File: src/hw/tpu_config.svh
`ifndef TPU_CONFIG_SVH
`define TPU_CONFIG_SVH

// ##################################################
// array geometry
// ##################################################

// side of the square PE grid, also lane count per buffer
`define TPU_ARRAY_DIM 4

// ##################################################
// widths
// ##################################################

// operands, params and results share one word width
`define TPU_DATA_W 32
// per-lane buffer address, 256 words deep
`define TPU_BUF_ADDR_W 8
// opcode field of the command port
`define TPU_CMD_W 8
// shared dimension K, one bit wider than the buffer address
`define TPU_K_W 9

`endif

File: src/hw/tpu_sequencer.sv
`timescale 1ns/1ps
`default_nettype none

`include "tpu_config.svh"

module tpu_sequencer (
    input  logic                clk_i,
    input  logic                rst_i,
    input  logic                set_k_i,
    input  logic [`TPU_K_W-1:0] k_value_i,
    input  logic                start_i,
    output logic [`TPU_K_W-1:0] k_len_o,
    output logic [`TPU_K_W-1:0] step_o,
    output logic                feed_en_o,
    output logic                clear_o,
    output logic                store_o,
    output logic                busy_o
);

    // extra steps so the skewed wavefront reaches the far corner
    localparam int SKEW = 2 * (`TPU_ARRAY_DIM - 1);

    typedef enum logic [1:0] {
        SEQ_IDLE,
        SEQ_FEED,
        SEQ_DRAIN
    } seq_state_e;

    seq_state_e          state_q;
    logic [`TPU_K_W-1:0] k_q;
    logic [`TPU_K_W-1:0] step_q;
    logic                drain_q;
    logic                feed_last;

    // K + SKEW steps in total, K at most 256
    assign feed_last = (step_q == k_q + `TPU_K_W'(SKEW - 1));

    always_ff @(posedge clk_i) begin
        if (rst_i) begin
            state_q <= SEQ_IDLE;
            k_q     <= `TPU_K_W'(1);
            step_q  <= '0;
            drain_q <= 1'b0;
        end else begin
            // decoder only lets this through while idle
            if (set_k_i) begin
                k_q <= k_value_i;
            end
            case (state_q)
                SEQ_IDLE: begin
                    if (start_i) begin
                        state_q <= SEQ_FEED;
                        step_q  <= '0;
                    end
                end
                SEQ_FEED: begin
                    if (feed_last) begin
                        state_q <= SEQ_DRAIN;
                        drain_q <= 1'b0;
                    end else begin
                        step_q <= step_q + 1'b1;
                    end
                end
                SEQ_DRAIN: begin
                    // first cycle: last buffer read lands, second: last MAC
                    if (drain_q) begin
                        state_q <= SEQ_IDLE;
                    end
                    drain_q <= 1'b1;
                end
                default: state_q <= SEQ_IDLE;
            endcase
        end
    end

    assign k_len_o   = k_q;
    assign step_o    = step_q;
    assign feed_en_o = (state_q == SEQ_FEED);
    // zero the accumulators the cycle before step 0
    assign clear_o   = start_i && (state_q == SEQ_IDLE);
    // grid is final during the last drain cycle
    assign store_o   = (state_q == SEQ_DRAIN) && drain_q;
    // high from the start pulse, low the cycle after store
    assign busy_o    = start_i || (state_q != SEQ_IDLE);

endmodule

`default_nettype wire

File: config.mk
export PLATFORM = sky130hd
export DESIGN_NAME = tpu_sequencer
export DESIGN_NICKNAME = d
export VERILOG_FILES = /design/src/hw/tpu_sequencer.sv
export VERILOG_INCLUDE_DIRS = /design/src /design/src/hw
export SDC_FILE = /design/constraint.sdc
export NUM_CORES = 1
export LEC_CHECK = 0
export BUFFER_PORTS_ARGS = -buffer_cell sky130_fd_sc_hd__buf_2
export CORE_MARGIN = 2
export CORE_UTILIZATION = 52
export DETAILED_ROUTE_END_ITERATION = 10
export PLACE_DENSITY = 0.79
export SLEW_MARGIN = 25
export SYNTH_ARGS = -nofsm -noshare
export SYNTH_HDL_FRONTEND = slang
export SYNTH_SLANG_ARGS = --single-unit
File: constraint.sdc
create_clock -name clk_i -period 2.64 [get_ports clk_i]
set_input_delay 0.264 -clock clk_i [delete_from_list [all_inputs] [get_ports clk_i]]
set_output_delay 0.264 -clock clk_i [all_outputs]
set_load 0.01 [all_outputs]
# == Word level (Yosys, flattened, before mapping) ==
# Index checks and enable logic that the tools add are counted.
# word_totals
elab_cells,32
in_bits,13
out_inout_bits,22
romBits,0
mem_bits_rw,0
latch_bits,0
ff_bits,21
n_memories,0
# classes
n_eq_ne,7
mul,0
magnitude_cmp,0
div_mod_pow,0
shifts,0
addsub,2
n_mux,9
n_bitwise,0
reduce_logical,10
# op_table
operator,n
two-way mux 9 bit,2
one-hot mux 9 bit (2 select lines),1
"adder 9 x 1 -> 9 bit, second input constant",1
"adder 9 x 3 -> 9 bit, second input constant",1
equality test 9 bit,1
two-way mux 2 bit,3
"inequality test 2 bit, second input constant",3
one-hot mux 2 bit (3 select lines),1
AND reduction 3 bit,2
nonzero test 2 bit,3
"equality test 2 x 1 -> 1 bit, second input constant",1
"equality test 2 bit, second input constant",1
logical AND 1 bit,2
zero test 2 bit,1
"inequality test 2 x 1 -> 1 bit, second input constant",1
one-hot mux 1 bit (2 select lines),1
AND reduction 2 bit,1
logical OR 1 bit,1
two-way mux 1 bit,1

# == Depth between registers and ports, before layout ==
# depth
depth_word,4
depth_mapped,7
ltp_nobuf,7

# == Worst setup path before layout ==
# Ideal clock, no wire load.
# synth_path
path_type,register to register
from,"reg k_q[0], in the netlist k_len_o[0]"
to,"reg step_q[7], in the netlist step_o[7]"
required_ns,2.519
t_arrival_ns,2.292
stages_incl_launch_ff,8
path_slack_ns,0.227
synth_period_minus_slack_ns,2.413
path_buffers,0
setup_time_ns,0.121
cell_sequence,dfxtp_1 ha_1 o2111a_2 a31oi_4 a221oi_2 o32a_4 a2111o_1 mux2_4
# synth_between
elab_chain_len,4
# synth_rtl
element,line,text
"start, declared",tpu_sequencer.sv:30,logic [`TPU_K_W-1:0] k_q;
"start signal, assigned",tpu_sequencer.sv:41,k_q <= `TPU_K_W'(1);
"start signal, assigned",tpu_sequencer.sv:47,k_q <= k_value_i;
adder 9 x 3 -> 9 bit,tpu_sequencer.sv:36,assign feed_last = (step_q == k_q + `TPU_K_W'(SKEW - 1));
equality test 9 bit,tpu_sequencer.sv:36,
inequality test 2 bit (no source line),n/a,
AND reduction 3 bit (no source line),n/a,
"end signal, assigned",tpu_sequencer.sv:61,step_q <= step_q + 1'b1;
"end, declared",tpu_sequencer.sv:31,logic [`TPU_K_W-1:0] step_q;
# Every way passes these cells.
# A chain may end at the register's enable or synchronous reset.

# == Worst setup path in the final report ==
# Same ends and word-level chain as after synthesis.

==> impl_metrics.env <==
export IMPL_final_hold_viol_count=0
export IMPL_fp_dieH_um=54.1
export IMPL_worst_path_stages=7
export IMPL_syn_inst=143
export IMPL_start_util_pct=53.8
export IMPL_synth_top_cell_area_share_pct=32.2
export IMPL_min_to="k_len_o[0]"
export IMPL_synth_fa_ha_area_share_pct=1.91
export IMPL_synth_compound_area_share_pct=22.1
export IMPL_setup_viol=0
export IMPL_syn_avg_cell_area_um2=9.14
export IMPL_slowest_stage="a2111o_1"
export IMPL_synthSimpleGateAreaFrac_pct=20.8
export IMPL_htreeDepth=1
export IMPL_wl_per_cell_um=14.9
export IMPL_synthTopCellsByArea="dfxtp_1 (32%), mux2i_1 (9.2%), nor2_1 (4.3%), xnor2_1 (3.3%), nand2_1 (2.9%)"
export IMPL_num_vias=1207
export IMPL_synth_area_leader_cell="dfxtp_1"
export IMPL_clkLatencyLatePin_ns=0.30
export IMPL_powerDensity_nw_per_um2=446
export IMPL_grt_usage_pct=23.2
export IMPL_worstMarginPinSlew_ns=0.532
export IMPL_fmax_ghz=0.399
export IMPL_netlist_cell_type_count=50
export IMPL_hp_class="primary input to flop"
export IMPL_cts_hold_buf=0
export IMPL_drive_gt1_share_pct=31.8
export IMPL_synthXorXnorAreaFrac_pct=6.03
export IMPL_clock_skew_ns=0.00722
export IMPL_synth_area_mux_share_pct=12.1
export IMPL_crit_chain="ha_2 -> o2111a_2 -> xnor2_1 -> a221oi_2 -> o32a_4 -> a2111o_1 -> mux2_4"
export IMPL_path_buf_inv=0
export IMPL_cp_start_kind="flop"
export IMPL_p_leak_nw=0.687
export IMPL_io_buffers=34
export IMPL_critPathKind="flop to flop"
export IMPL_cts_made_buffers=3
export IMPL_gp_congestion=0.875
export IMPL_ys_dominant_reg_cell="dfxtp_1"
export IMPL_multi_input_area_um2=825
export IMPL_syn_area_um2=1310
export IMPL_rsz0062_at_grt="no"
export IMPL_final_min_clock_period_ns=2.51
export IMPL_die_area_um2=2930
export IMPL_cp_required_ns=2.85
export IMPL_cts_num_sinks=21
export IMPL_worstPathMaxFanout=8
export IMPL_reg2reg_depth=7
export IMPL_hp_start="k_value_i[0]"
export IMPL_async_reset_ff_share_pct=0
export IMPL_drv_slew=0
export IMPL_hpwl_um=2160
export IMPL_drc_errors=0
export IMPL_antenna_found_initial=0
export IMPL_die_w_um=54.1
export IMPL_clock_path_buffers=2
export IMPL_setup_tns_ns=0
export IMPL_top_level_ports=35
export IMPL_synth_top_family_by_area="compound AO/OA/AOI/OAI gates"
export IMPL_area_growth_pct=14.8
export IMPL_fp_row_count=18
export IMPL_final_util_pct=61.7
export IMPL_cts_tree="yes"
export IMPL_end_kind="flop"
export IMPL_r2r_slack_ns=0.13
export IMPL_core_um2=2430
export IMPL_ir_worst_vdd_v=0.000311
export IMPL_root_buffer="clkbuf_4"
export IMPL_grt_pass1_vias=1071
export IMPL_status="finished clean"
export IMPL_rr_endpoint="step_o[7]"
export IMPL_grt_pass1_wl_um=5010
export IMPL_totalWireLength_um=3060
export IMPL_relSlewSlack_pct=64.3
export IMPL_postRouteAntennaNets=0
export IMPL_antenna_cells=0
export IMPL_grt_remaining_overflow=0
export IMPL_arrival_ns=2.72
export IMPL_via_per_inst=5.86
export IMPL_finalCritPeriodShare_pct=94.9
export IMPL_drt_initial_drc_count=39
export IMPL_fillers=223
export IMPL_holdPathStages=2
export IMPL_nets=192
export IMPL_regArea_um2=420
export IMPL_ys_ff_latch=21
export IMPL_synth_seq_area_share_pct=32.2
export IMPL_synth_nets=158
export IMPL_crit_family="compound AO/OA/AOI/OAI gates"
export IMPL_grt_max_degree=26
export IMPL_drv_cap=0
export IMPL_clk_pin_slew_ns=0.12
export IMPL_drt_pass1_iter_count=4
export IMPL_critPathMaxStageDelay_ns=0.45
export IMPL_ys_warnings_count=0
export IMPL_synth_edf_count=0
export IMPL_r2r_start="k_len_o[0]"
[cell type report]
class / count / share of cell area [%]
inverter: 6 / 1.50
multi-input combinational: 111 / 54.9
timing repair buffer: 34 / 11.3
sequential: 21 / 28.0
tap: 30 / 2.50
clock buffer: 4 / 1.75
[stage by stage]
step	instances	total power, mW	setup slack, ns	instance area [um2]	hold WS (ns)
global placement	202	0.508	0.218	1470	0.476
floorplan	143	0.470	0.227	1310	0.386
detailed placement	202	0.515	0.154	1470	0.474
finish	206	0.670	0.135	1500	0.164
CTS	206	0.671	0.0819	1500	0.156
global route	206	0.705	0.0355	1500	0.155
[flip-flops by register name, indices dropped and copies added, names as in the netlist]
name / count
drain_q: 1
state_q: 2
k_len_o: 9
step_o: 9
[worst max path at each step]
| stage | startpoint | endpoint | slack (ns) |
|---|---|---|---|
| final | k_len_o[0] | step_o[7] | 0.13 |
| after global routing | k_len_o[0] | step_o[7] | 0.04 |
| after floorplan | k_len_o[0] | step_o[7] | 0.23 |
| after global placement | k_len_o[0] | step_o[7] | 0.22 |
| after detailed placement | k_len_o[0] | step_o[7] | 0.15 |
| after CTS | k_len_o[0] | step_o[7] | 0.08 |
[cell usage in the layout, fill, tap and decap left out, types with 3 or more instances in the layout]
cell / netlist / layout
or2_2: 4 / 4
a21o_2: 3 / 3
clkbuf_4: 0 / 3
mux2i_1: 12 / 12
nor3_1: 3 / 3
xor2_1: 4 / 4
nand2_1: 10 / 10
buf_2: 0 / 34
nand4_1: 4 / 4
dfxtp_1: 21 / 21
xnor2_1: 5 / 5
nor3b_1: 4 / 4
nor2_1: 15 / 15
o211ai_1: 3 / 3
or3_1: 3 / 3
a21oi_1: 6 / 6
inv_1: 5 / 5
[kinds of logic after synthesis]
group,count (synthesis)
DFF,21
xor gates and xnor gates,9
and+or+nand+nor,52
muxes,15
buffers and inverters,11
AOI/OAI and AO/OA,33
adders and majority gates,2
[synthesized netlist by cell type (4+ instances only)]
library cell,instances
a21oi_1,6
or2_2,4
nor2_1,15
nand4_1,4
inv_1,5
nor3b_1,4
xor2_1,4
nand2_1,10
dfxtp_1,21
xnor2_1,5
mux2i_1,12
[where the power goes]
group          internal [mW]  switching [mW]
Sequential             0.332          0.0227
Combinational         0.0690          0.0870
Clock                 0.0589           0.101
[timing repair]
action,in CTS,in global routing
setup buffers,0,0
resized for setup,0,1
endpoints found under the setup margin,0,1
[metal layers]
metal  routed length [um]  share of wire (%)  GRT usage, %  vias to the layer above
li1                     -                  -             -                      593
met1                 1340                 44          31.5                      557
met2                 1490                 49          37.3                       51
met3                  211                6.9          3.06                        6
met4                   28               0.91          8.33                        0
met5                    0                  0             0                        -
No activity file was read; power rests on OpenSTA's default activity.
