===== src/hw/tpu_config.svh =====
`ifndef TPU_CONFIG_SVH
`define TPU_CONFIG_SVH

// ##################################################
// array geometry
// ##################################################

// side of the square PE grid, also lane count per buffer
`define TPU_ARRAY_DIM 4

// ##################################################
// widths
// ##################################################

// operands, params and results share one word width
`define TPU_DATA_W 32
// per-lane buffer address, 256 words deep
`define TPU_BUF_ADDR_W 8
// opcode field of the command port
`define TPU_CMD_W 8
// shared dimension K, one bit wider than the buffer address
`define TPU_K_W 9

`endif


===== src/hw/tpu_cmd_pkg.sv =====
`default_nettype none

`include "tpu_config.svh"

package tpu_cmd_pkg;

    // lane / row / column index width
    localparam int TPU_IDX_W = $clog2(`TPU_ARRAY_DIM);
    // unused upper bits of each address view
    localparam int TPU_LANE_PAD_W = `TPU_DATA_W - TPU_IDX_W - `TPU_BUF_ADDR_W;
    localparam int TPU_ELEM_PAD_W = `TPU_DATA_W - 2 * TPU_IDX_W;

    typedef logic [TPU_IDX_W-1:0]       tpu_idx_t;
    typedef logic [`TPU_BUF_ADDR_W-1:0] tpu_offset_t;

    // kept command codes, numbering as on the original command port
    typedef enum logic [`TPU_CMD_W-1:0] {
        TPU_OP_TRIGGER_CONV    = 8'd1,
        TPU_OP_SW_WRITE_DATA   = 8'd9,
        TPU_OP_SW_WRITE_WEIGHT = 8'd10,
        TPU_OP_SET_KMN         = 8'd13,
        TPU_OP_SW_READ_DATA    = 8'd14
    } tpu_opcode_e;

    // buffer writes: lane select plus word offset
    typedef struct packed {
        logic [TPU_LANE_PAD_W-1:0] pad;
        tpu_idx_t                  lane;
        tpu_offset_t               offset;
    } tpu_lane_view_t;

    // result reads: one element of the output tile
    typedef struct packed {
        logic [TPU_ELEM_PAD_W-1:0] pad;
        tpu_idx_t                  row;
        tpu_idx_t                  col;
    } tpu_elem_view_t;

    // param 2 word, decoded by opcode
    typedef union packed {
        tpu_lane_view_t lane_v;
        tpu_elem_view_t elem_v;
    } tpu_addr_u;

endpackage

`default_nettype wire


===== src/hw/tpu_data_pkg.sv =====
`default_nettype none

`include "tpu_config.svh"

package tpu_data_pkg;

    // one operand, weight or accumulator word
    typedef logic [`TPU_DATA_W-1:0] tpu_word_t;

    // one word per lane, lane 0 in the low word
    typedef tpu_word_t [`TPU_ARRAY_DIM-1:0] tpu_lane_vec_t;

    // full output tile, row-major
    // element (row, col) sits at row * DIM + col
    typedef tpu_word_t [`TPU_ARRAY_DIM*`TPU_ARRAY_DIM-1:0] tpu_acc_grid_t;

endpackage

`default_nettype wire


===== src/hw/tpu_result_buffer.sv =====
`timescale 1ns/1ps
`default_nettype none

module tpu_result_buffer (
    input  logic                        clk_i,
    input  logic                        rst_i,
    input  logic                        store_i,
    input  tpu_data_pkg::tpu_acc_grid_t acc_grid_i,
    input  logic                        rd_req_i,
    input  tpu_cmd_pkg::tpu_idx_t       rd_row_i,
    input  tpu_cmd_pkg::tpu_idx_t       rd_col_i,
    output logic                        ret_valid_o,
    output tpu_data_pkg::tpu_word_t     ret_data_o
);
    import tpu_data_pkg::*;

    tpu_acc_grid_t grid_q;
    tpu_word_t     word_q;
    logic          req_q;

    // results read back as zero until the first run completes
    always_ff @(posedge clk_i) begin
        if (rst_i) begin
            grid_q <= '0;
        end else if (store_i) begin
            grid_q <= acc_grid_i;
        end
    end

    // ##################################################
    // readback, two stages after the decoded request
    // ##################################################

    // stage 1: pick one element, row-major index
    always_ff @(posedge clk_i) begin
        word_q <= grid_q[{rd_row_i, rd_col_i}];
    end

    // stage 2: single-cycle return, data zero otherwise
    always_ff @(posedge clk_i) begin
        if (rst_i) begin
            req_q       <= 1'b0;
            ret_valid_o <= 1'b0;
            ret_data_o  <= '0;
        end else begin
            req_q       <= rd_req_i;
            ret_valid_o <= req_q;
            ret_data_o  <= req_q ? word_q : '0;
        end
    end

endmodule

`default_nettype wire


===== config.mk =====
export PLATFORM = sky130hd
export DESIGN_NAME = tpu_result_buffer
export DESIGN_NICKNAME = d
export VERILOG_FILES = /design/src/hw/tpu_cmd_pkg.sv /design/src/hw/tpu_data_pkg.sv /design/src/hw/tpu_result_buffer.sv
export VERILOG_INCLUDE_DIRS = /design/src /design/src/hw
export SDC_FILE = /design/constraint.sdc
export NUM_CORES = 1
export LEC_CHECK = 0
export BUFFER_PORTS_ARGS = -buffer_cell sky130_fd_sc_hd__buf_2
export CAP_MARGIN = 30
export CORE_MARGIN = 4
export CORE_UTILIZATION = 38
export CTS_BUF_LIST = sky130_fd_sc_hd__clkbuf_4
export DETAILED_ROUTE_END_ITERATION = 8
export GPL_TIMING_DRIVEN = 0
export SLEW_MARGIN = 40
export SYNTH_ARGS = -nofsm -noshare
export SYNTH_HDL_FRONTEND = slang
export SYNTH_SLANG_ARGS = --single-unit
export TNS_END_PERCENT = 30

===== constraint.sdc =====
create_clock -name clk_i -period 2 [get_ports clk_i]
set_input_delay 0.1 -clock clk_i [delete_from_list [all_inputs] [get_ports clk_i]]
set_output_delay 0.1 -clock clk_i [all_outputs]
set_load 0.01 [all_outputs]

==> metrics, run 1 <==
status=did not finish; Halt Stage=4_1_cts; Err=[ERROR RSZ-0060] Max buffer count reached.; Initial Util=0.383; clock sink total=slightly below 600; Hold-fix buffers, CTS=approximately 730; H-tree depth=4; Avg Cell Area, Syn=11.4 um2; Syn Inst Count=2024; die span in y=254 um; Post-CTS Resized=0; IO Count=553; Synth area leaders=dfxtp_1, mux2i_1, mux4_2; gp weighted congestion=0.934; Synth Warn #=0; Yosys cell types=13; Seq cells post-synth=578; mapped cell area=23100 um2; clk buf depth=3; setup slack at placement=-0.644 ns; CTS Buf Count=158; Synth Net Count=approximately 2500; CTS root buffer=clkbuf_4; Yosys top cell by area=dfxtp_1; post-DP HPWL=67800 um; register area share after synthesis=0.502; Post CTS Setup Buffer Count=0; Die W=approximately 250 um; top cell type's share of synthesized area=0.502; Core Rows=90; buffers added on ports=548
==> per-stage QoR <==
stage          instances  setup TNS [ns]  area, um2  hold WS, ns
3_5_place_dp        3354          -46.78      26800        0.322
3_3_place_gp        3354          -75.37      26800        0.314
2_1_floorplan       2024               0      23100        0.228
==> logic make-up after synthesis <==
kind of cell,share of synthesized area
simple gates,0.0987
mux,0.347
flops,0.502
compound gates,0.0208
buf+inv,0.0315
==> cell usage after synthesis, drive strengths merged <==
cell and count:
nor2b 4, dfxtp 578, and2 33, nand2 32
clkbuf 75, mux2i 512, nor2 513, mux4 128
buf 85, a22oi 64
==> inputs of run 2 (changes only) <==
- CORE_UTILIZATION: 38 -> 23
- CTS_BUF_LIST: sky130_fd_sc_hd__clkbuf_4 -> not set
- PLACE_DENSITY_LB_ADDON: not set -> 0.15
==> run 2 against run 1 <==
The flow now finishes, with violations (negative setup slack). Synthesized cell count unchanged. Area after synthesis unchanged.
==> metrics, run 2 <==
status=complete, but fails checks; failing checks=negative setup slack; Inst Count DP=3859; Worst Hold Margin=0.0394 ns; grt total ovfl=0; Seq pwr share=0.420; Most flops, register=grid_q; DRC=0; 1st-iter DRT viols=1022; Yosys top cell by area=dfxtp_1; Hold/Removal Path Class=in2reg; Yosys cell types=13; Synth area leaders=dfxtp_1, mux2i_1, mux4_2; setup ws final=-0.0192 ns; top-count cell post-synth=dfxtp_1; R2R setup slack=~0.090 ns; last element of the critical path=word_q[15]$_DFF_P_; Peak VDD IR=about 0.00054 V; vias in the first global route=21900; Via density=4.41; crit path DAT=~2.5 ns; Seq cells post-synth=578; crit path kind=in2reg; H-tree depth=3; WP data required=2.45 ns; Final Hold Fails=0; Synth Warn #=0; CTS tree=built; CP delay by family, top=buffers and inverters; crit end category=flip-flop; worst r2r dst=word_q[15]$_DFF_P_; Regs by FF count=grid_q (512), ret_data_o (32), word_q (32); CP startpoint kind=primary input; pwr/cell area=856 nW/um2; Levels on crit path=5; Syn Inst Count=2024; Total GRT Usage=0.197; Net Sw Power=7630 uW; CTS Buf Count=72; ys async rst share=0; r2r startpoint=grid_q[111]$_SDFFE_PP0P_; IO Count=553; die span in y=325 um; FMAX=approximately 500 MHz; buffers added on ports=548; Synth Net Count=2544; antenna-violating nets left=0; Critical Path Max Stage Delay=0.65 ns; most frequent cells in the layout=buf_2, dfxtp_1, nor2_1, dlygate4sd3_1, mux2i_1; largest net degree at the start of global routing=13; initial antenna violation count=31; Sw Share=0.255; CTS root buffer=clkbuf_16; Core Box Area=99000 um2; P&R area growth vs syn=51.8%; Post-Route WL=105000 um; Die W=325 um; clock sink total=578; vias=about 20000; final non-filler cell total=4518; Clock power frac=0.443; mapped cell area=23100 um2; Post-synth top cells=dfxtp_1, nor2_1, mux2i_1, mux4_2, clkbuf_1; final net count=3680; Core Rows=approximately 120; Initial Util=0.233; top_reg_cell synth=dfxtp_1; total power=between 20000 and 30000 uW; DIE AREA=105000 um2; share of cells above drive strength 1=0.271; Combinational Power Share=0.137; Worst Skew=around 0.017 ns; most common cell after layout, fill and taps aside=buf_2; gp weighted congestion=0.829; Slowest-stage cell, CP=a22oi_1; crit-path max FO=10; clk buf depth=3; Slew headroom=0.399; first-pass GRT wire length=152000 um; RSZ-0062 raised after global routing=no; Tcrit/Tclk final=1.01; register area share after synthesis=0.502; Slew @ Worst Pin=0.901 ns; post-DP HPWL=81500 um; top cell type's share of synthesized area=0.502; Post-synth EDFFs=0; static leakage power=0.0159 uW; number of flip-flops in the largest register=512; Min Clock Period, post-route=between 2 and 2.5 ns; final setup violation count=1; Cell Int Power=22300 uW; count of pins over their slew limit=0; Clk pin slew, worst setup/hold paths=0.06 ns; drt wl/cell=23.3 um; router iterations before antenna repair=5; Avg Cell Area, Syn=11.4 um2; Max Cap Viol=0; Worst-Skew Late Latency=0.62 ns; Buffers & Inverters on Critical Path=2; R2R cell count=3; setup tns final=-0.0192 ns; Worst setup startpoint=rd_col_i[1]; crit path cell chain=buf_2 -> buf_1 -> mux4_2 -> a22oi_1 -> nand2_1
run 2: cell counts after synthesis:
No cell type changed its count.
run 2: cell type report:
| cell class | count | area, um2 |
|---|---|---|
| fill | 10000 | 64000 |
| timing repair buffer | 1062 | 7890 |
| buffer | 160 | 736 |
| tap | 1287 | 1610 |
| clock inverter | 20 | 203 |
| clock buffer | 109 | 2190 |
| multi-input combinational | 1286 | 10800 |
| sequential | 578 | 11600 |
| antenna | 16 | 40.0 |
run 2: power by group through the flow:
stage	Combinational (uW)	Clock [uW]	Sequential [uW]
6_report	4100	13300	12600
5_1_grt	4450	14100	12600
4_1_cts	4170	13700	12600
3_5_place_dp	3310	0	12800
3_3_place_gp	3260	0	12800
2_1_floorplan	1870	0	12700
run 2: cell families after synthesis:
family                 after synthesis  synth area share
muxes                              640             0.347
DFF                                578             0.502
and+or+nand+nor                    582            0.0987
buffers and inverters              160            0.0315
AOI/OAI and AO/OA                   64            0.0208
run 2: per-stage QoR:
stage                     utilization  setup WS, ns  cell area (um2)
final                           0.354       -0.0192            35000
after global routing            0.354        0.0325            35000
after CTS                       0.353       0.00260            35000
after detailed placement        0.277        -0.701            27400
after global placement          0.277        -0.849            27400
after floorplan                     -         0.629            23100
run 2: timing repair:
action	4_1_cts	5_1_grt
hold buffers	513	0
setup endpoints to repair	1	1
gates resized for setup	1	1
hold endpoints to repair	513	0
buffers inserted	0	0
run 2: metal layers:
layer,global-route usage,share of wire,up-vias
li1,-,-,9384
met1,0.241,0.42,9698
met2,0.342,0.49,629
met3,0.0506,0.063,168
met4,0.0571,0.030,26
met5,0,0.0015,-
run 2: worst reg2reg max path, delay by kind of cell (launching register included):
kind	cells	cell delay, ns
simple gates	1	0.23
compound gates	1	0.69
flops	1	0.31
mux	1	0.50
run 2: how the worst min path moves through the flow:
stage           startpoint                 end  cells past startpoint
6_report       rd_row_i[1]  word_q[31]$_DFF_P_                      4
5_1_grt        rd_row_i[1]  word_q[31]$_DFF_P_                      4
4_1_cts        rd_row_i[1]  word_q[31]$_DFF_P_                      4
3_5_place_dp      rd_req_i    req_q$_SDFF_PP0_                      2
3_3_place_gp      rd_req_i    req_q$_SDFF_PP0_                      2
2_1_floorplan     rd_req_i    req_q$_SDFF_PP0_                      1
(Power assumes the default switching activity.)
==> inputs of run 3 (changes only) <==
- CTS_CLUSTER_DIAMETER: not set -> 50
- SETUP_SLACK_MARGIN: not set -> 0.1
==> run 3 against run 2 <==
The flow still finishes with violations (negative setup slack). Cell count rose by 0.82%. First-iteration DRC count down 9.4%. Sequential cell count did not move. Sequential share of layout area down 0.68 points. Count of clock-buffer cells in the layout increased by 5. Non-clock buffer count increased by 1. Register-to-register slack gained 0.03 ns.
==> metrics, run 3 (synthesized netlist as in run 2, its figures left out) <==
most frequent cells in the layout=buf_2, dfxtp_1, dlygate4sd3_1, nor2_1, mux2i_1; buffers added on ports=548; vias=20000; Final Hold Fails=0; DRC=0; r2r startpoint=grid_q[111]$_SDFFE_PP0P_; clk buf depth=3; Cell Int Power=between 20000 and 25000 uW; final net count=3699; Initial Util=0.233; worst r2r dst=word_q[15]$_DFF_P_; hold-critical path depth=5; post-DP HPWL=81500 um; antenna-violating nets left=0; setup tns final=-0.00361 ns; Net Sw Power=8310 uW; RSZ-0062 raised after global routing=yes; Tcrit/Tclk final=1.00; Sw Share=0.253; CTS root buffer=clkbuf_16; crit path DAT=2.46 ns; Seq pwr share=0.383; Die W=325 um; setup ws final=-0.00361 ns; first-pass GRT wire length=153000 um; Worst Skew=approximately 0.024 ns; Slew @ Worst Pin=0.887 ns; FMAX=499 MHz; Hold Crit Start=rd_row_i[1]; Most flops, register=grid_q; H-tree depth=3; Slew headroom=0.409; vias in the first global route=22200; Worst-Skew Late Latency=0.64 ns; CTS Buf Count=90; total power=32900 uW; IO Count=553; Clock power frac=0.492; final setup violation count=1; Inst Count DP=3859; Via density=4.39; router iterations before antenna repair=5; Regs by FF count=grid_q (512), ret_data_o (32), word_q (32); Clk pin slew, worst setup/hold paths=0.06 ns; Worst Hold Margin=0.112 ns; WP data required=2.46 ns; Min Clock Period, post-route=2.00 ns; Core Rows=between 100 and 150; static leakage power=0.0162 uW; 1st-iter DRT viols=926; Post-Route WL=~110000 um; status=complete, but fails checks; R2R setup slack=0.12 ns; gp weighted congestion=0.829; count of pins over their slew limit=0; Total GRT Usage=0.197; die span in y=about 320 um; P&R area growth vs syn=55.0%; Post CTS Setup Buffer Count=0; Hold/Removal Path Class=in2reg; CP startpoint kind=primary input; crit path kind=in2reg; drt wl/cell=23.1 um; CTS tree=built; crit-path max FO=10; Core Box Area=between 90000 and 100000 um2; share of cells above drive strength 1=0.279; R2R cell count=3; hold endpoint=word_q[31]$_DFF_P_; failing checks=negative setup slack; pwr/cell area=920 nW/um2; setup slack at placement=-0.701 ns; Max Cap Viol=0; crit end category=flip-flop; clock sink total=between 500 and 600; DIE AREA=105000 um2; Peak VDD IR=0.000599 V; number of flip-flops in the largest register=512; grt total ovfl=0; initial antenna violation count=32; largest net degree at the start of global routing=13; Combinational Power Share=0.125; final non-filler cell total=4555; most common cell after layout, fill and taps aside=buf_2
run 3: power by group through the flow:
stage	clock network [uW]	logic (uW)	registers (uW)
4_1_cts	16600	4170	12600
3_5_place_dp	0	3310	12800
5_1_grt	17100	4450	12700
2_1_floorplan	0	1870	12700
6_report	16200	4110	12600
3_3_place_gp	0	3260	12800
run 3: how the worst max path moves through the flow:
stage / cells after the start / slack, ns / startpoint / end
after detailed placement: 5 / -0.70 / rd_col_i[1] / word_q[13]$_DFF_P_
after global routing: 5 / 0.05 / rd_col_i[1] / word_q[18]$_DFF_P_
after global placement: 5 / -0.85 / rd_col_i[1] / word_q[14]$_DFF_P_
final: 5 / -0.004 / rd_col_i[1] / word_q[15]$_DFF_P_
after CTS: 5 / 0.02 / rd_col_i[1] / word_q[14]$_DFF_P_
after floorplan: 5 / 0.63 / rd_col_i[0] / word_q[17]$_DFF_P_
run 3: routing by layer:
layer / wire length, um / track usage
met5: 144 / 0
met3: 5820 / 0.0477
met1: 44700 / 0.242
met4: 2100 / 0.0437
met2: 52600 / 0.350
run 3: area by class of cell:
cell class                 instances  area, um2
sequential                       578      11600
multi-input combinational       1286      10800
buffer                           160        736
fill                            9954      63200
timing repair buffer            1063       7900
clock inverter                    47        607
clock buffer                     114       2500
tap                             1287       1610
antenna                           20       50.0
run 3: worst max-delay path, cell delays in order:
cell and delay (ns):
buf_2 0.44, buf_1 0.59, mux4_2 0.45, a22oi_1 0.64, nand2_1 0.22
run 3: repair_timing:
action	4_1_cts	5_1_grt
endpoints found under the hold margin	514	0
pin swaps	0	0
hold buffers	514	0
setup endpoints to repair	4	4
resized for setup	1	1
run 3: through the flow:
stage	utilization	cell area, um2
floorplan	-	23100
global placement	0.277	27400
detailed placement	0.277	27400
CTS	0.361	35700
global route	0.361	35700
finish	0.361	35800
