File: src/hw/tpu_config.svh
`ifndef TPU_CONFIG_SVH
`define TPU_CONFIG_SVH

// ##################################################
// array geometry
// ##################################################

// side of the square PE grid, also lane count per buffer
`define TPU_ARRAY_DIM 4

// ##################################################
// widths
// ##################################################

// operands, params and results share one word width
`define TPU_DATA_W 32
// per-lane buffer address, 256 words deep
`define TPU_BUF_ADDR_W 8
// opcode field of the command port
`define TPU_CMD_W 8
// shared dimension K, one bit wider than the buffer address
`define TPU_K_W 9

`endif

File: src/hw/tpu_cmd_pkg.sv
`default_nettype none

`include "tpu_config.svh"

package tpu_cmd_pkg;

    // lane / row / column index width
    localparam int TPU_IDX_W = $clog2(`TPU_ARRAY_DIM);
    // unused upper bits of each address view
    localparam int TPU_LANE_PAD_W = `TPU_DATA_W - TPU_IDX_W - `TPU_BUF_ADDR_W;
    localparam int TPU_ELEM_PAD_W = `TPU_DATA_W - 2 * TPU_IDX_W;

    typedef logic [TPU_IDX_W-1:0]       tpu_idx_t;
    typedef logic [`TPU_BUF_ADDR_W-1:0] tpu_offset_t;

    // kept command codes, numbering as on the original command port
    typedef enum logic [`TPU_CMD_W-1:0] {
        TPU_OP_TRIGGER_CONV    = 8'd1,
        TPU_OP_SW_WRITE_DATA   = 8'd9,
        TPU_OP_SW_WRITE_WEIGHT = 8'd10,
        TPU_OP_SET_KMN         = 8'd13,
        TPU_OP_SW_READ_DATA    = 8'd14
    } tpu_opcode_e;

    // buffer writes: lane select plus word offset
    typedef struct packed {
        logic [TPU_LANE_PAD_W-1:0] pad;
        tpu_idx_t                  lane;
        tpu_offset_t               offset;
    } tpu_lane_view_t;

    // result reads: one element of the output tile
    typedef struct packed {
        logic [TPU_ELEM_PAD_W-1:0] pad;
        tpu_idx_t                  row;
        tpu_idx_t                  col;
    } tpu_elem_view_t;

    // param 2 word, decoded by opcode
    typedef union packed {
        tpu_lane_view_t lane_v;
        tpu_elem_view_t elem_v;
    } tpu_addr_u;

endpackage

`default_nettype wire

File: src/hw/tpu_data_pkg.sv
`default_nettype none

`include "tpu_config.svh"

package tpu_data_pkg;

    // one operand, weight or accumulator word
    typedef logic [`TPU_DATA_W-1:0] tpu_word_t;

    // one word per lane, lane 0 in the low word
    typedef tpu_word_t [`TPU_ARRAY_DIM-1:0] tpu_lane_vec_t;

    // full output tile, row-major
    // element (row, col) sits at row * DIM + col
    typedef tpu_word_t [`TPU_ARRAY_DIM*`TPU_ARRAY_DIM-1:0] tpu_acc_grid_t;

endpackage

`default_nettype wire

File: src/hw/tpu_cmd_decode.sv
`timescale 1ns/1ps
`default_nettype none

`include "tpu_config.svh"

module tpu_cmd_decode (
    input  logic                     clk_i,
    input  logic                     rst_i,
    input  logic                     tpu_cmd_valid_i,
    input  logic [`TPU_CMD_W-1:0]    tpu_cmd_i,
    input  tpu_data_pkg::tpu_word_t  tpu_param_1_i,
    input  tpu_data_pkg::tpu_word_t  tpu_param_2_i,
    input  logic                     busy_i,
    output logic                     wr_data_o,
    output logic                     wr_weight_o,
    output tpu_cmd_pkg::tpu_idx_t    wr_lane_o,
    output tpu_cmd_pkg::tpu_offset_t wr_offset_o,
    output tpu_data_pkg::tpu_word_t  wr_value_o,
    output logic                     set_k_o,
    output logic [`TPU_K_W-1:0]      k_value_o,
    output logic                     start_o,
    output logic                     rd_req_o,
    output tpu_cmd_pkg::tpu_idx_t    rd_row_o,
    output tpu_cmd_pkg::tpu_idx_t    rd_col_o
);
    import tpu_cmd_pkg::*;

    tpu_opcode_e op;
    tpu_addr_u   addr;
    logic        accept;

    assign op   = tpu_opcode_e'(tpu_cmd_i);
    assign addr = tpu_addr_u'(tpu_param_2_i);
    // anything arriving while a run is active is lost
    assign accept = tpu_cmd_valid_i && !busy_i;

    // ##################################################
    // strobes, one cycle after acceptance
    // ##################################################
    always_ff @(posedge clk_i) begin
        if (rst_i) begin
            wr_data_o   <= 1'b0;
            wr_weight_o <= 1'b0;
            set_k_o     <= 1'b0;
            start_o     <= 1'b0;
            rd_req_o    <= 1'b0;
        end else begin
            wr_data_o   <= accept && (op == TPU_OP_SW_WRITE_DATA);
            wr_weight_o <= accept && (op == TPU_OP_SW_WRITE_WEIGHT);
            // index 0 selects K, M and N no longer exist
            set_k_o     <= accept && (op == TPU_OP_SET_KMN) && (tpu_param_1_i == '0);
            start_o     <= accept && (op == TPU_OP_TRIGGER_CONV);
            rd_req_o    <= accept && (op == TPU_OP_SW_READ_DATA);
        end
    end

    // ##################################################
    // payload, loaded on any accepted command
    // ##################################################
    always_ff @(posedge clk_i) begin
        if (accept) begin
            // lane view for operand writes
            wr_lane_o   <= addr.lane_v.lane;
            wr_offset_o <= addr.lane_v.offset;
            wr_value_o  <= tpu_param_1_i;
            // K value rides in param 2, param 1 is the KMN index
            k_value_o   <= tpu_param_2_i[`TPU_K_W-1:0];
            // element view for result reads
            rd_row_o    <= addr.elem_v.row;
            rd_col_o    <= addr.elem_v.col;
        end
    end

endmodule

`default_nettype wire

File: config.mk
export PLATFORM = sky130hd
export DESIGN_NAME = tpu_cmd_decode
export DESIGN_NICKNAME = d
export VERILOG_FILES = /design/src/hw/tpu_cmd_pkg.sv /design/src/hw/tpu_data_pkg.sv /design/src/hw/tpu_cmd_decode.sv
export VERILOG_INCLUDE_DIRS = /design/src /design/src/hw
export SDC_FILE = /design/constraint.sdc
export NUM_CORES = 1
export LEC_CHECK = 0
export BUFFER_PORTS_ARGS = -buffer_cell sky130_fd_sc_hd__buf_2
export CAP_MARGIN = 0
export CORE_ASPECT_RATIO = 1.5
export CORE_MARGIN = 5
export CORE_UTILIZATION = 38
export DETAILED_ROUTE_END_ITERATION = 16
export GPL_TIMING_DRIVEN = 0
export PLACE_DENSITY = 0.83
export SLEW_MARGIN = 20
export SYNTH_ARGS = -nofsm -noshare
export SYNTH_HDL_FRONTEND = slang
export SYNTH_SLANG_ARGS = --single-unit
File: constraint.sdc
create_clock -name clk_i -period 4.8 [get_ports clk_i]
set_input_delay 1.44 -clock clk_i [delete_from_list [all_inputs] [get_ports clk_i]]
set_output_delay 1.44 -clock clk_i [all_outputs]
set_load 0.05 [all_outputs]
# Yosys cells after proc, flatten, opt, wreduce, memory -nomap -nowiden
# Index checks and enable logic that the tools add are counted.
dict set report totals {
  regBits 60
  in_bits 76
  wordCells 25
}
dict set report classes {
  eq_ne 5
  n_reduce_logical 9
}
# operator n
set ops {}
lappend ops {{8-bit by 4-bit == test with 1-bit output, second input constant} 4}
lappend ops {{32-bit zero test} 1}
lappend ops {{8-bit by 1-bit == test with 1-bit output, second input constant} 1}
lappend ops {{1-bit logical AND} 7}
lappend ops {{1-bit zero test} 1}

# Longest topological paths before layout
# Gate-level depths: netlist of run 1.
dict set report depth {
  depth_word 4
  mapped_depth 3
  ltp_nobuf 3
}

# Worst setup path after synthesis of run 1
# No wires, ideal clock.
dict set report synth_path {
  path_type {input-to-reg}
  start {input busy_i}
  end {register set_k_o}
  cell_stages 3
  path_buffers 0
  path_slack_ns 0.790
  setup_time_ns 0.093
  arrival_time_ns 3.917
  path_cell_list {nor2b_1 -> nand4b_1 -> nor4_2}
}
dict set report synth_via {
  elab_chain_cells 4
}
# item line_no
set synth_lines {}
lappend synth_lines {{start, declared} tpu_cmd_decode.sv:13} ;# input logic busy_i,
lappend synth_lines {{1-bit zero test} tpu_cmd_decode.sv:35} ;# assign accept = tpu_cmd_valid_i && !busy_i;
lappend synth_lines {{1-bit logical AND} tpu_cmd_decode.sv:35}
lappend synth_lines {{1-bit logical AND (2 in series)} tpu_cmd_decode.sv:51} ;# set_k_o <= accept && (op == TPU_OP_SET_KMN) && (tpu_param_1_i == '0);
lappend synth_lines {{end signal, assigned} tpu_cmd_decode.sv:51}
lappend synth_lines {{end, declared} tpu_cmd_decode.sv:19} ;# output logic set_k_o,
# No other way between the ends.
# A chain may end at the register's enable or synchronous reset.

==> metrics, run 1 <==
status=finished, final reports clean; Die Height=90.0 um; combinational group share of total power=21.5%; floorplan row count=29; Avg Cell Area, Syn=between 15 and 20 um2; critical path peak fanout=3; CTS Hold Bufs=0; I/O pin total=around 140; CP startpoint kind=flop; CP max-delay cell=edfxtp_1; Crit path required time=3.36 ns; final hold slack=roughly 1.3 ns; Sw Share=30.0%; Layout area overhead=45.4%; post-CTS setup buffers=0; vias in the first global route=1200; vias per inst=4.59; post-DP HPWL=roughly 3100 um; CP endpoint=rd_col_o[0]; final net count=279; CTS Sinks=47; fillers=344; Max IR drop VDD=0.000252 V; Tcrit/Tclk final=52.0%; Yosys top cell area share=77.8%; crit end category=output pin; ANT nets after route=0; clock buffer depth=2; gr usage total=between 10% and 20%; # diodes=0; drt wl/cell=15.1 um; Die ar.=~5700 um2; Setup violations, final=0; post-CTS resize count=0; Syn. warnings=0; NetSw=around 260 uW; Mapped Cells=82; antenna violations before repair=0; Hold Violations, Final=0; Core Box Area=4170 um2; synth top area cells=edfxtp_1, dfxtp_1, buf_4; H-Tree Depth=2; CP startpoint=wr_offset_o[0]; multi-input logic area=169 um2; Setup CP Type=reg -> out; largest net degree at the start of global routing=27; min Tclk post-route=roughly 2.5 ns; share of layout cells above drive strength 1=67.5%; Distinct cells, synth=15; first-pass GRT wire length=5790 um; P_int=617 uW; Max Slew Vio Count=0; placed cell area=2280 um2; Critical Path Max Stage Delay=0.42 ns; Max Cap Viol=0; final core occ=56.5%; Hold Path Class=in -> reg; RSZ-0062 raised after global routing=no; mapped cell area=~1600 um2; critical path arrival=roughly 1.1 ns; pwr dens=between 300 and 400 nW/um2; register area share after synthesis=84.0%; CTS tree=done; worst-margin pin slew=0.578 ns; cell taking the most area after synthesis=edfxtp_1; design area=2360 um2; post-synthesis net count=158; TritonRoute pass-1 iters=4; RD Place Congestion=approximately 0.72; Buffers on Ports=between 100 and 150; clk slew on worst S/H paths=0.08 ns; Clk pwr share=24.2%; FF+latch count, synth=47; Post-Route WL=3760 um; Cell Chain, Critical Path=buf_4 -> buf_2; die width=about 63 um; Slew HR=61.4%; Max Fclk=401 MHz; Leak Pwr=about 1.0 nW; total gr overflow=0; initial DRC count=20; Seq pwr share=54.3%; register area=1360 um2; Via Count=1143; clock buffer count from CTS=5; Initial Util=about 39%; drt drc=0; CTS root buf=clkbuf_8
==> registers in the layout, indices dropped and copies added (netlist names) <==
register and flops:
wr_offset_o 7, wr_lane_o 2, start_o 1, wr_weight_o 1
k_value_o 1, set_k_o 1, wr_value_o 32, rd_req_o 1
wr_data_o 1
==> cell usage after synthesis <==
| cell | instances |
|---|---|
| buf_4 | 13 |
| nor4_2 | 1 |
| nand4b_1 | 1 |
| nor4_4 | 1 |
| nor4_1 | 8 |
| nor2_1 | 3 |
| nor3b_1 | 1 |
| nor4b_1 | 1 |
| nand3b_1 | 1 |
| nand3b_2 | 1 |
| nand2_1 | 1 |
| nor2b_1 | 1 |
| edfxtp_1 | 42 |
| dfxtp_1 | 5 |
| nand4_1 | 2 |
==> metal layers <==
| layer | vias up | global-route usage (%) | wire [um] |
|---|---|---|---|
| li1 | 551 | - | - |
| met1 | 512 | 13.5 | 1240 |
| met2 | 71 | 23.1 | 2030 |
| met3 | 9 | 4.49 | 380 |
| met4 | 0 | 6.93 | 100 |
| met5 | - | 0 | 0 |
==> layout by cell type (no fill, tap or decap), types with 2 or more instances in the layout <==
cell type / count
buf_2: 113
edfxtp_1: 42
buf_4: 13
nor4_1: 8
clkbuf_8: 5
dfxtp_1: 5
nor2_1: 3
nand4_1: 2
==> worst min path at each step <==
stage	startpoint	endpoint	slack, ns	cells after the start
after floorplan	tpu_cmd_i[3]	start_o	1.52	1
after global placement	tpu_param_2_i[9]	wr_lane_o[1]	1.62	1
after detailed placement	tpu_param_2_i[6]	wr_offset_o[6]	1.62	1
after CTS	tpu_param_2_i[6]	wr_offset_o[6]	1.31	1
after global routing	tpu_param_2_i[7]	k_value_o[7]	1.31	1
final	tpu_param_2_i[6]	wr_offset_o[6]	1.32	1
==> layout make-up <==
class                      instances  area share, %
buffer                            13           4.14
clock buffer                       5           2.92
clock inverter                     2          0.372
multi-input combinational         22           7.17
sequential                        47           57.8
tap                               46           2.44
timing repair buffer             114           25.2
==> worst max-delay path, delay by kind of cell, from the launching register on <==
kind                   cells  cell delay (ns)
flip-flops                 1             0.42
buffers and inverters      2             0.35
==> power groups by stage <==
| stage | clock network (mW) | registers (mW) | logic, mW |
|---|---|---|---|
| after global placement | 0 | 0.489 | 0.185 |
| after global routing | 0.242 | 0.481 | 0.197 |
| final | 0.213 | 0.479 | 0.190 |
| after CTS | 0.221 | 0.479 | 0.191 |
| after floorplan | 0 | 0.575 | 0.0441 |
| after detailed placement | 0 | 0.488 | 0.191 |
==> per-stage QoR <==
step | power, mW | TNS (ns) | instances | setup WS, ns
after detailed placement | 0.679 | 0 | 242 | 2.18
final | 0.881 | 0 | 249 | 2.30
after CTS | 0.891 | 0 | 249 | 2.28
after floorplan | 0.619 | 0 | 82 | 0.790
after global placement | 0.674 | -0.114 | 241 | -0.100
after global routing | 0.920 | 0 | 249 | 2.26
==> logic make-up (layout without fill, tap and decap cells) <==
group         after synthesis  after routing  share of synthesized area [%]
simple gates               22             22                           9.96
flops                      47             47                           84.0
buf+inv                    13            134                           6.02
(Power assumes the default switching activity.)
==> run 2: changes to the inputs <==
--- a/config.mk
+++ b/config.mk
@@ -10,10 +10,10 @@
 export CAP_MARGIN = 0
 export CORE_ASPECT_RATIO = 1.5
 export CORE_MARGIN = 5
-export CORE_UTILIZATION = 38
+export CORE_UTILIZATION = 34
 export DETAILED_ROUTE_END_ITERATION = 16
 export GPL_TIMING_DRIVEN = 0
-export PLACE_DENSITY = 0.83
+export PLACE_DENSITY = 0.79
 export SLEW_MARGIN = 20
 export SYNTH_ARGS = -nofsm -noshare
 export SYNTH_HDL_FRONTEND = slang
==> constraint.sdc (replaced) <==
create_clock -name clk_i -period 2 [get_ports clk_i]
set_input_delay 0.6 -clock clk_i [delete_from_list [all_inputs] [get_ports clk_i]]
set_output_delay 0.6 -clock clk_i [all_outputs]
set_load 0.05 [all_outputs]
==> run 2 against run 1 <==
- core utilization shrank 4.5 points
- largest power group unchanged
- sequential share of layout area shrank 0.58 points
- via count grew 3.7%
- highest routed layer unchanged
- global-route usage shrank 1.0 points
- clock-buffer cell count is the same
- hold slack lost 0.84 ns
- die area grew 10%
==> metrics, run 2 (synthesized netlist as in run 1, its figures left out) <==
hold wc startpoint=tpu_param_2_i[8]; Hold Violations, Final=0 (unchanged); Setup CP Type=reg -> out; worst-margin pin slew=0.444 ns (-0.134 ns); RSZ-0062 raised after global routing=no; post-CTS resize count=0 (unchanged); initial DRC count=38 (+90%); Die ar.=6270 um2 (+10%); top flop regs=wr_value_o: 32 flops, wr_offset_o: 7 flops, wr_lane_o: 2 flops; Hold Path Class=in -> reg; final hold slack=0.483 ns (-0.839 ns); Buffers on Ports=113 (unchanged); Layout area overhead=46.9%; Max IR drop VDD=0.000482 V (+92%); Setup WS post-layout=0.332 ns (-1.97 ns); Slew HR=70.3% (+9.0 points); antenna violations before repair=0 (unchanged); largest net degree at the start of global routing=44 (+63%); P_int=1.48 mW (+140%); vias in the first global route=1196 (-0.33%); H-Tree Depth=2 (unchanged); Non-Filler Instances=269 (+8.0%); final net count=279 (unchanged); critical path arrival=1.07 ns (about the same); Sw Share=30.2% (+0.24 points); floorplan row count=30 (+3.4%); vias per inst=4.41 (-4.0%); pre-CTS setup slack=-0.232 ns (-2.41 ns); final core occ=52.0% (-4.5 points); TNS Setup=0 ns (unchanged); Crit path required time=1.40 ns (-1.96 ns); clk slew on worst S/H paths=0.08 ns (about the same); combinational group share of total power=21.3% (-0.2 points); Final Power=2.13 mW (+140%); drt drc=0 (unchanged); post-DP HPWL=3290 um (+6.1%); placed cell area=2270 um2 (-0.22%); Tcrit/Tclk final=between 80 and 90%; gr usage total=12.1% (-1.0 points); drt wl/cell=14.3 um (-4.9%); Initial Util=35.4% (-3.4 points); design area=2380 um2 (+1.0%); clock buffer count from CTS=5 (unchanged); fillers=425 (+24%); share of layout cells above drive strength 1=67.2% (-0.33 points); Post-Route WL=3860 um (+2.7%); Setup violations, final=0 (unchanged); status=finished, final reports clean; CTS root buf=clkbuf_8; most frequent cells in the layout=buf_2, edfxtp_1, buf_4; first-pass GRT wire length=5580 um (-3.7%); post-CTS setup buffers=0 (unchanged); CP startpoint kind=flop; CP startpoint=wr_offset_o[1]; most common library cell in the layout ignoring fill and taps=buf_2; Via Count=1185 (+3.7%); I/O pin total=136 (unchanged); clock buffer depth=2 (unchanged); NetSw=642 uW (+140%); Clk pwr share=24.6% (+0.4 points); CTS Sinks=47 (unchanged); critical path peak fanout=3 (unchanged); total gr overflow=0 (unchanged); min Tclk post-route=1.67 ns; TritonRoute pass-1 iters=2 (-2); CTS Hold Bufs=0 (unchanged); RD Place Congestion=0.692 (-3.5%); Core Box Area=4580 um2 (+9.7%); pwr dens=894 nW/um2 (+140%); Max Cap Viol=0 (unchanged); placed cell count=259 (+7.0%); Leak Pwr=1.02 nW (-0.53%); CTS tree=done; Seq pwr share=54.1% (-0.2 points); Max Slew Vio Count=0 (unchanged); max reg flops=32 (unchanged); Top reg by flops=wr_value_o; ANT nets after route=0 (unchanged); Max Fclk=between 500 and 600 MHz; Die Height=94.6 um (+5.1%); die width=66.4 um (+4.8%); crit end category=output pin
[run 2: changes by cell type in the layout (fill, tap and decap cells not counted), sizes merged]
| cell | before | now |
|---|---|---|
| clkinvlp | 0 | 1 |
| diode | 0 | 1 |
[run 2: final timing paths]
path / end / slack, ns / cells after the start
setup / recovery: wr_offset_o[1] / 0.33 / 2
hold / removal: wr_lane_o[0] / 0.48 / 1
[run 2: cell type report]
class / instances / area (um2) / area share [%]
Clock buffer: 5 / 68.8 / 2.89
Antenna cell: 1 / 2.50 / 0.105
Multi-Input combinational cell: 22 / 169 / 7.10
Tap cell: 64 / 80.1 / 3.36
Clock inverter: 3 / 15.0 / 0.631
Sequential cell: 47 / 1360 / 57.2
Timing Repair Buffer: 114 / 586 / 24.6
Buffer: 13 / 97.6 / 4.10
[run 2: power groups by stage]
stage	sequential (mW)	combinational, mW	clock (mW)
detailed placement	1.18	0.454	0
floorplan	1.38	0.107	0
CTS	1.15	0.453	0.545
global route	1.16	0.472	0.591
finish	1.15	0.453	0.523
global placement	1.17	0.448	0
[run 2: per-layer routing]
metal  global-route usage (%)  share of wire, %
met3                     7.02                17
met2                     22.0                50
met1                     11.0                32
met5                        0                 0
met4                     4.07               1.3
[run 2: worst max-delay path: stages (launching register included)]
cell	delay (ns)
edfxtp_1	0.43
buf_4	0.15
buf_2	0.20
